`src/common/mandelCfg.svh`:
```
`ifndef MANDEL_CFG_SVH
`define MANDEL_CFG_SVH

// fixed-point format is signed two's complement, 4 integer bits
`define MANDEL_WORD_W 36
`define MANDEL_FRAC_W 32

// bound on |z|^2, which is 4.0 in the fixed-point format
`define MANDEL_ESCAPE 36'sh4_0000_0000

// screen coordinate fields, x above y in the flat buffer address
`define VGA_X_W 10
`define VGA_Y_W 9

`endif

```
`src/common/mandelPkg.sv`:
```
`include "mandelCfg.svh"

package mandelPkg;

  // signed fixed-point word used for every complex component
  typedef logic signed [`MANDEL_WORD_W-1:0] fixedT;

  // screen position with x in the upper bits
  typedef struct packed {
    logic [`VGA_X_W-1:0] x;
    logic [`VGA_Y_W-1:0] y;
  } vgaPosT;

  // the same 19 bits seen as a buffer address or as an x/y pair
  typedef union packed {
    logic [`VGA_X_W+`VGA_Y_W-1:0] addr;
    vgaPosT                       pos;
  } vgaCoordT;

  // one pixel to iterate, scanner to processor
  typedef struct packed {
    fixedT    cx;
    fixedT    cy;
    vgaCoordT coord;
  } pixelReqT;

  // finished pixel, processor to writer
  typedef struct packed {
    logic [3:0] color;
    vgaCoordT   coord;
  } pixelResultT;

  // view window, step is the distance between neighbouring pixels
  typedef struct packed {
    fixedT minX;
    fixedT minY;
    fixedT step;
  } viewT;

endpackage

```
`src/source/pixelScanner.sv`:
```
`timescale 1ns/100ps

`include "mandelCfg.svh"

module pixelScanner #(
  parameter int screenWidth  = 640,
  parameter int screenHeight = 480
) (
  input  logic                clk,
  input  logic                reset,
  input  logic                start,
  input  mandelPkg::viewT     view,
  input  logic                procReady,
  output mandelPkg::pixelReqT pixelReq,
  output logic                pixelVal
);

  localparam logic [`VGA_X_W-1:0] lastX = `VGA_X_W'(screenWidth - 1);
  localparam logic [`VGA_Y_W-1:0] lastY = `VGA_Y_W'(screenHeight - 1);

  typedef enum logic {
    stIdle,
    stIssue
  } stateT;

  stateT state;

  logic [`VGA_X_W-1:0] xCnt;
  logic [`VGA_Y_W-1:0] yCnt;
  logic                lastCol;
  logic                lastRow;

  // view kept for the frame, coordinates built by accumulation
  mandelPkg::fixedT minX;
  mandelPkg::fixedT step;
  mandelPkg::fixedT cxAcc;
  mandelPkg::fixedT cyAcc;

  assign lastCol = (xCnt == lastX);
  assign lastRow = (yCnt == lastY);

  always_ff @(posedge clk) begin
    if (reset) begin
      state    <= stIdle;
      pixelVal <= 1'b0;
    end else begin
      case (state)
        stIdle: begin
          pixelVal <= 1'b0;
          // start only counts here, a running frame ignores it
          if (start) begin
            state <= stIssue;
          end
        end
        stIssue: begin
          if (pixelVal) begin
            // processor takes the pixel on this edge
            pixelVal <= 1'b0;
            if (lastCol && lastRow) begin
              state <= stIdle;
            end
          end else if (procReady) begin
            pixelVal <= 1'b1;
          end
        end
        default: begin
          state <= stIdle;
        end
      endcase
    end
  end

  always_ff @(posedge clk) begin
    if (state == stIdle && start) begin
      minX  <= view.minX;
      step  <= view.step;
      cxAcc <= view.minX;
      cyAcc <= view.minY;
      xCnt  <= '0;
      yCnt  <= '0;
    end else if (state == stIssue && pixelVal) begin
      if (lastCol) begin
        // row wrap, back to the left edge
        xCnt  <= '0;
        cxAcc <= minX;
        yCnt  <= yCnt + 1'b1;
        cyAcc <= cyAcc + step;
      end else begin
        xCnt  <= xCnt + 1'b1;
        cxAcc <= cxAcc + step;
      end
    end
  end

  // request is held stable until the strobe is taken
  always_comb begin
    pixelReq.cx          = cxAcc;
    pixelReq.cy          = cyAcc;
    pixelReq.coord.pos.x = xCnt;
    pixelReq.coord.pos.y = yCnt;
  end

  // the processor must still be waiting when the strobe arrives
  assert property (@(posedge clk) disable iff (reset) pixelVal |-> procReady);

endmodule

```
`config.mk`:
```
export PLATFORM = sky130hd
export DESIGN_NAME = pixelScanner
export DESIGN_NICKNAME = d
export VERILOG_FILES = /design/src/common/mandelPkg.sv /design/src/source/pixelScanner.sv
export VERILOG_INCLUDE_DIRS = /design/src /design/src/common
export SDC_FILE = /design/constraint.sdc
export NUM_CORES = 1
export LEC_CHECK = 0
export BUFFER_PORTS_ARGS = -buffer_cell sky130_fd_sc_hd__buf_2
export CAP_MARGIN = 20
export CORE_ASPECT_RATIO = 1.2
export CORE_UTILIZATION = 56
export DETAILED_ROUTE_END_ITERATION = 8
export PLACE_DENSITY = 0.81
export SLEW_MARGIN = 20
export SYNTH_ARGS = -nofsm -noshare
export SYNTH_HDL_FRONTEND = slang
export SYNTH_SLANG_ARGS = --single-unit
export TNS_END_PERCENT = 100
```
`constraint.sdc`:
```
create_clock -name clk -period 4.86 [get_ports clk]
set_input_delay 0.972 -clock clk [delete_from_list [all_inputs] [get_ports clk]]
set_output_delay 0.972 -clock clk [all_outputs]
set_load 0.1 [all_outputs]
```
==> run metrics <==
Net Count, Synth 1182; clock edge transition at the registers on the reported setup and hold paths 0.07 ns; drt drc 0; Overflow after GRT 0; Syn Std Cell Area 9990 um^2; Worst-Skew Late Latency 0.43 ns; cell family with the largest share of critical-path delay compound AO/OA/AOI/OAI gates; crit path launch type flip-flop; RSZ-0062 raised after global routing no; Hold/Removal Path Class reg -> reg; IO Count 204; slew margin rel. 39.6%; first-pass GRT wire length 40600 um; post-route insts no fill about 1400; routability cong. 0.933; sequential share of the synthesized area 47.5%; Worst Path Max Fanout 4; maximum vdd ir drop 0.285 mV; Via Count 8473; antenna violations before repair 0; Antenna diodes 0; setup violators final 0; H-tree levels 4; Starting Density 57.1%; CTS tree done; DRT antenna net count 0; setup TNS 0 ns; cell repeated most along the worst path o21ai_0; EDFF count, synth 144; post-place setup slack 1.40 ns; max-slew violation count 0; Syn-to-layout area delta 18.1%; routed len/inst 18.4 um; Die Y between 100 and 150 um; CTS Buf Count 17; Seq cells post-synth 165; crit share post-route 71.2%; Routed WL ~26000 um; Post-CTS Resized 0; Total Power 5.04 mW; final worst setup slack 1.40 ns; maxcap violations 0; status finished, final reports clean; Crit Path Category reg -> reg; Sink Count 165; CP max stage delay 0.53 ns; Clock Tree Root clkbuf_16; main flop type after synthesis edfxtp_1; Core Box Area 17500 um^2; Starting DRT DRC Count 682; placed insts 1387; largest net degree at the start of global routing 86; Synth async-reset ratio 0%; Worst EP arrival approximately 3.6 ns; Yosys cell types 62; fmax 289 MHz; Static Leakage 4.99 nW; Max Root-Sink Buffers 2; crit-path cells ha_1 > inv_1 > fa_1 > nor2b_1 > o31ai_2 > a211oi_1 > o21ai_0 > and3b_1 > o31ai_1 > a31oi_1 > xor2_1 > o21ai_0; drt pass-1 iters 8; die width 124 um; r2r setup slk around 1.4 ns; Core Rows 53; Post-CTS Hold Buffers 0; hpwl dp between 15000 and 20000 um; YS warnings 0; Mapped Cells 996; worst-margin pin slew 0.905 ns; Avg Cell Area, Syn 10.0 um^2; critical path's slowest cell o31ai_1; I/O Buffers roughly 200; Pwr Density 427 nW/um^2; post-CTS repair timing setup buffer count 0; Total Routing Usage GR 29.1%; Worst Path Required 4.99 ns; Setup Skew 0.0126 ns; crit path capture type flip-flop; full die area around 18000 um^2; fin nets 1372; Worst Path Buf+Inv 1; vias in the first global route 8194; drt via density 5.97; share of cells above drive strength 1 21.6%; min Tclk post-route roughly 3.5 ns; final hold viol count 0
[cells in the mapped netlist, types with 5 or more instances]
master / count / area, um^2
a211oi_1: 11 / 82.6
o211ai_1: 7 / 52.6
xnor2_1: 35 / 307
xor2_1: 43 / 377
clkbuf_1: 37 / 139
edfxtp_1: 144 / 4320
or3_1: 7 / 43.8
nand2_1: 90 / 338
inv_1: 18 / 67.6
nor3_1: 8 / 40.0
a21o_1: 34 / 255
nand3_1: 17 / 85.1
and3_1: 10 / 62.6
and4_1: 7 / 61.3
nand2b_1: 11 / 68.8
ha_1: 72 / 901
nor2b_1: 7 / 43.8
and2_1: 5 / 31.3
o21bai_1: 9 / 67.6
o21a_1: 8 / 60.1
o21ai_1: 6 / 30.0
nand4_1: 20 / 125
dfxtp_1: 21 / 420
a31oi_1: 14 / 87.6
o21ai_0: 58 / 290
a21oi_1: 130 / 651
nor2_1: 108 / 405
[cells by family (layout without fill, tap and decap cells)]
group           after synthesis  after routing  share of synthesized area, %
xor+xnor                     78             78                          6.84
flops                       165            165                          47.5
compound gates              316            316                          19.6
fa+ha+maj                    74             74                          9.42
simple gates                300            300                          14.0
mux                           5              5                         0.514
buf+inv                      58            261                          2.18
[metal layers]
layer  wire [um]  track usage, %  part of all wire (%)
met1       11400            39.3                    44
met2       12200            45.5                    47
met3        1640            5.02                   6.3
met4         853            13.2                   3.3
met5           0               0                     0
[where the power goes]
group          internal (mW)  total, mW  switching (mW)
clock network          0.763       1.34           0.580
registers               1.72       1.81          0.0874
logic                  0.563       1.89            1.33
[final cells by class]
cell class	count	area (um^2)
Clock buffer	23	522
Clock inverter	9	62.6
Fill cell	1443	5710
Inverter	19	73.8
Multi-Input combinational cell	773	5050
Sequential cell	165	4740
Tap cell	220	275
Timing Repair Buffer	210	1070
[flip-flops by register name (all words and copies together) (netlist names)]
| name | flops |
|---|---|
| step | 36 |
| pixelVal | 1 |
| xCnt | 10 |
| minX | 36 |
| cxAcc | 36 |
| yCnt | 9 |
| cyAcc | 36 |
| state | 1 |
[worst paths after layout]
| kind | start | cells after the start | endpoint |
|---|---|---|---|
| max | step[0] | 12 | cyAcc[28] |
| min | pixelVal | 1 | pixelVal |
| max reg2reg | step[0] | 12 | cyAcc[28] |
| min reg2reg | pixelVal | 1 | pixelVal |
[cells in the final DEF (no fill, tap or decap), types with 7 or more instances in the layout]
cell and n:
a211oi_1 11, a21o_1 34, a21oi_1 130, a31oi_1 14, and3_1 10, and4_1 7
buf_2 203, buf_4 7, clkbuf_16 20, dfxtp_1 21, edfxtp_1 144, ha_1 72
inv_1 18, nand2_1 89, nand2b_1 10, nand3_1 17, nand4_1 20, nor2_1 108
nor2b_1 7, nor3_1 8, o211ai_1 7, o21a_1 8, o21ai_0 58, o21bai_1 9
or3_1 7, xnor2_1 35, xor2_1 43
[stage by stage]
stage               hold WS [ns]  util, %  instance area, um^2
floorplan                  0.473        -                 9990
global placement           0.448     64.0                11200
detailed placement         0.465     64.0                11200
CTS                        0.477     67.4                11800
global route               0.514     67.4                11800
finish                     0.471     67.4                11800
No activity file was read; power rests on OpenSTA's default activity.
