==> config.mk <==
export PLATFORM = sky130hd
export DESIGN_NAME = frameWriter
export DESIGN_NICKNAME = d
export VERILOG_FILES = /design/src/common/mandelPkg.sv /design/src/source/frameWriter.sv
export VERILOG_INCLUDE_DIRS = /design/src /design/src/common
export SDC_FILE = /design/constraint.sdc
export NUM_CORES = 1
export LEC_CHECK = 0
export ABC_AREA = 1
export BUFFER_PORTS_ARGS = -buffer_cell sky130_fd_sc_hd__clkbuf_2
export CAP_MARGIN = 0
export CORE_ASPECT_RATIO = 0.75
export CORE_MARGIN = 2
export CORE_UTILIZATION = 40
export CTS_CLUSTER_SIZE = 24
export DETAILED_ROUTE_END_ITERATION = 6
export GPL_TIMING_DRIVEN = 0
export PLACE_DENSITY = 0.65
export SLEW_MARGIN = 5
export SYNTH_ARGS = -nofsm -noshare
export SYNTH_HDL_FRONTEND = slang
export SYNTH_SLANG_ARGS = --single-unit
==> constraint.sdc <==
create_clock -name clk -period 1.3 [get_ports clk]
set_input_delay 0.195 -clock clk [delete_from_list [all_inputs] [get_ports clk]]
set_output_delay 0.195 -clock clk [all_outputs]
set_load 0.01 [all_outputs]
==> src/common/mandelCfg.svh <==
`ifndef MANDEL_CFG_SVH
`define MANDEL_CFG_SVH

// fixed-point format is signed two's complement, 4 integer bits
`define MANDEL_WORD_W 36
`define MANDEL_FRAC_W 32

// bound on |z|^2, which is 4.0 in the fixed-point format
`define MANDEL_ESCAPE 36'sh4_0000_0000

// screen coordinate fields, x above y in the flat buffer address
`define VGA_X_W 10
`define VGA_Y_W 9

`endif

==> src/common/mandelPkg.sv <==
`include "mandelCfg.svh"

package mandelPkg;

  // signed fixed-point word used for every complex component
  typedef logic signed [`MANDEL_WORD_W-1:0] fixedT;

  // screen position with x in the upper bits
  typedef struct packed {
    logic [`VGA_X_W-1:0] x;
    logic [`VGA_Y_W-1:0] y;
  } vgaPosT;

  // the same 19 bits seen as a buffer address or as an x/y pair
  typedef union packed {
    logic [`VGA_X_W+`VGA_Y_W-1:0] addr;
    vgaPosT                       pos;
  } vgaCoordT;

  // one pixel to iterate, scanner to processor
  typedef struct packed {
    fixedT    cx;
    fixedT    cy;
    vgaCoordT coord;
  } pixelReqT;

  // finished pixel, processor to writer
  typedef struct packed {
    logic [3:0] color;
    vgaCoordT   coord;
  } pixelResultT;

  // view window, step is the distance between neighbouring pixels
  typedef struct packed {
    fixedT minX;
    fixedT minY;
    fixedT step;
  } viewT;

endpackage

==> src/source/frameWriter.sv <==
`timescale 1ns/100ps

`include "mandelCfg.svh"

module frameWriter #(
  parameter int screenWidth  = 640,
  parameter int screenHeight = 480
) (
  input  logic                                 clk,
  input  logic                                 reset,
  input  mandelPkg::pixelResultT               result,
  input  logic                                 resultVal,
  output logic                                 memWe,
  output logic [`VGA_X_W+`VGA_Y_W-1:0]         memAddr,
  output logic [3:0]                           memData,
  output logic                                 frameDone
);

  localparam int totalPixels = screenWidth * screenHeight;
  localparam int cntW = $clog2(totalPixels + 1);
  localparam logic [cntW-1:0] lastWrite = cntW'(totalPixels - 1);

  mandelPkg::vgaCoordT writeCoord;
  logic [cntW-1:0]     writeCount;

  always_ff @(posedge clk) begin
    if (reset) begin
      memWe      <= 1'b0;
      frameDone  <= 1'b0;
      writeCount <= '0;
    end else begin
      // no back-pressure, every result becomes a write
      memWe     <= resultVal;
      frameDone <= 1'b0;
      if (memWe) begin
        if (writeCount == lastWrite) begin
          // last pixel of the frame is on the bus now
          frameDone  <= 1'b1;
          writeCount <= '0;
        end else begin
          writeCount <= writeCount + 1'b1;
        end
      end
    end
  end

  always_ff @(posedge clk) begin
    if (resultVal) begin
      writeCoord <= result.coord;
      memData    <= result.color;
    end
  end

  assign memAddr = writeCoord.addr;

  // coordinate produced by the scanner must land inside the screen
  assert property (@(posedge clk) disable iff (reset)
    memWe |-> (writeCoord.pos.x < screenWidth && writeCoord.pos.y < screenHeight));

endmodule

==> run_results.csv <==
group,metric,value,unit
status,status,"finished, final reports clean",
final_layout,stdcell_count,299,
setup_path,reg2reg_depth,7,
detailed_routing,post_drt_via_cell_ratio,4.39,
logic_synthesis,syn_nets,211,
detailed_routing,drt-initial-drc-count,35,
sta,fin_crit_sh,99.2,%
die,die_h,61.7,um
setup_path,worstPathRequired,1.53,ns
flow_run,cap_viol_max_count,0,
die,die_x,80.9,um
detailed_routing,remaining_drc_errors,0,
final_layout,layout.nets,270,
clocking,clk_latency,0.29,ns
power_and_ir_drop,total_power,0.00256,W
logic_synthesis,synth_top_cell_by_area,"edfxtp_1",
logic_synthesis,synth_area,0.00177,sq mm
sta,setup_violations,0,
global_route,grt_pass1_vias,1150,
setup_path,start_kind,"register",
global_route,grt_usage,14.7,%
clocking,cts_sinks,44,
logic_synthesis,ys_ff_latch,44,
power_and_ir_drop,p_int,0.00198,W
setup_path,startpoint,"writeCount[1]$_SDFFE_PP0P_",
detailed_routing,avgRoutedWirePerCell,11.3,um
setup_path,path_max_fanout,3,
power_and_ir_drop,power_switching,0.000579,W
setup_path,arrival,1.52,ns
clocking,clockBufferDepth,2,
clocking,tritoncts,"built",
setup_path,criticalPathCategory,"register to register",
placed_design,portBuffers,50,
sta,rsz0062_at_grt,"yes",
sta,min_period,1.29,ns
placed_design,placed_cells,289,
final_layout,drive_above_1_share,37.3,%
sta,worst_slew_pin_slew,0.566,ns
logic_synthesis,synth_cells,184,
sta,max_slew_margin,62.3,%
die,core,0.00415,sq mm
sta,drv_slew,0,
die,rows,20,
power_and_ir_drop,netSwitchingFraction,22.6,%
sta,clock_skew,0.00414,ns
global_route,antenna_found_initial,0,
detailed_routing,drt-total-wl,3390,um
hold_path,hold_class,"input port to register",
global_route,grt_first_pass_wirelength,5330,um
placed_design,place_congestion,0.853,
final_layout,diodes,0,
hold_path,hold_path_depth,1,
placed_design,post-dp-hpwl,2460,um
placed_design,post-place-ws,-0.0890,ns
power_and_ir_drop,ir_worst_vdd,0.000596,V
sta,finalSetupTns,0,ns
die,start_util,42.7,%
power_and_ir_drop,pwr-share-comb,6.7,%
setup_path,worstReg2RegStart,"writeCount[1]$_SDFFE_PP0P_",
sta,hold_violations,0,
power_and_ir_drop,leakage,0.917,nW
logic_synthesis,yosysUniqueCellTypes,22,
logic_synthesis,synth_area_leaders,"edfxtp_1 (39%), dfxtp_1 (24%), nand2_1 (9.5%)",
detailed_routing,num_vias,1314,
hold_path,worstHoldStart,"result[17]",
detailed_routing,dr.pass1.iters,4,
global_route,grt-ovfl-total,0,
die,dieArea,0.00499,sq mm
logic_synthesis,ys_seq_area_share,62.7,%
logic_synthesis,avgSynthCellArea,9.64,sq um
final_layout,synthToLayoutAreaGrowth,29.1,%
power_and_ir_drop,p_per_area,1120,mW/mm^2
sta,hold_slack,0.0691,ns
power_and_ir_drop,pwr-share-seq,60.5,%
clocking,root_buffer,"clkbuf_8",
power_and_ir_drop,clkPwrFrac,32.8,%
sta,max_freq,776,MHz
die,pin_count,51,
clocking,clk_pin_slew,0.08,ns
detailed_routing,ant_nets,0,
sta,fin_ws,0.0109,ns
global_route,grt_max_degree,25,
clocking,cts_buffers,5,
setup_path,endpoint_kind,"register",
clocking,htreeDepth,2,
logic_synthesis,synth_top_area_share,39.0,%
logic_synthesis,yosysWarnings,0,
## final timing paths
kind / slack, ns / endpoint
max: 0.01 / writeCount[12]$_SDFFE_PP0P_
min: 0.07 / memAddr[17]$_DFFE_PP_
max reg2reg: 0.01 / writeCount[12]$_SDFFE_PP0P_
min reg2reg: 0.51 / writeCount[1]$_SDFFE_PP0P_
## flip-flops by register name (all words and copies together) (netlist names)
name / flops
writeCount: 19
frameDone: 1
memWe: 1
memData: 4
memAddr: 19
## critical path, cell delays in order (launching register included)
cell and delay [ns]:
dfxtp_2 0.36, ha_4 0.15, nand2_4 0.06, nor2_4 0.16, nand3_4 0.12, buf_4 0.16, xor2_1 0.13, nor2_1 0.09
## metal layers
layer	wire (um)	GRT usage [%]	vias to the layer above
li1	-	-	701
met1	1680	19.1	584
met2	1540	22.9	23
met3	119	3.96	6
met4	55	7.99	0
met5	0	0	-
## per-stage QoR
step	utilization, %	instance area (sq um)
3_5_place_dp	50.4	2090
5_1_grt	55.1	2290
2_1_floorplan	-	1770
4_1_cts	53.6	2230
6_report	55.1	2290
3_3_place_gp	50.4	2090
## cells in the mapped netlist (all sizes together)
master / instances
a21oi: 3
nor2: 37
ha: 1
xor2: 6
nor4: 1
xnor2: 3
dfxtp: 21
nor3: 4
edfxtp: 23
nand2: 48
nand4: 2
buf: 1
clkbuf: 1
nand3: 11
o21bai: 1
inv: 21
## cell type report
class                           instances  area (sq um)
Fill cell                             383          1870
Sequential cell                        44          1120
Inverter                               21          81.3
Tap cell                               55          68.8
Buffer                                  2          11.3
Timing Repair Buffer                   52           269
Clock buffer                            6          72.6
Clock inverter                          2          16.3
Multi-Input combinational cell        117           647
## power groups by stage
stage               combinational, W  clock, W  sequential [W]
CTS                         0.000171  0.000866         0.00155
global placement            0.000168         0         0.00158
floorplan                  0.0000231         0         0.00161
detailed placement          0.000170         0         0.00158
global route                0.000188  0.000929         0.00156
finish                      0.000171  0.000841         0.00155
## cells in the final DEF (no fill, tap or decap)
cell type | netlist | final
nor2_2 | 5 | 4
xnor2_1 | 3 | 3
nor3_2 | 1 | 1
clkbuf_4 | 0 | 1
nand3_2 | 1 | 1
xor2_1 | 6 | 6
a21oi_1 | 3 | 3
nand2_1 | 45 | 44
nand2_2 | 3 | 3
clkbuf_8 | 0 | 5
nand4_1 | 2 | 2
ha_4 | 0 | 1
dfxtp_2 | 0 | 9
edfxtp_1 | 23 | 23
inv_2 | 0 | 1
buf_4 | 0 | 1
dfxtp_1 | 21 | 12
clkinvlp_4 | 0 | 1
nor2_4 | 2 | 8
nor4_1 | 1 | 1
nor2_1 | 30 | 25
inv_1 | 20 | 19
nand2_4 | 0 | 1
clkbuf_1 | 1 | 2
clkbuf_2 | 0 | 50
o21bai_1 | 1 | 1
clkinv_4 | 0 | 1
nand3_4 | 0 | 1
inv_4 | 1 | 1
nand3_1 | 10 | 9
nor3_1 | 3 | 3
buf_6 | 0 | 1
## cells by family (layout without fill, tap and decap cells)
group           after synthesis  in the layout  synth area share (%)
buf+inv                      23             83                  5.08
xor+xnor                      9              9                  4.45
simple gates                103            103                  25.8
compound gates                4              4                  1.27
flops                        44             44                  62.7
fa+ha+maj                     1              1                 0.706
## timing repair
action / CTS / global route
pin swaps: 2 / 4
hold buffers: 0 / 0
resized for setup: 10 / 19
buffers inserted: 1 / 1
cloned: 0 / 0
setup endpoints to repair: 14 / 16
Power figures use the tool's default switching activity.
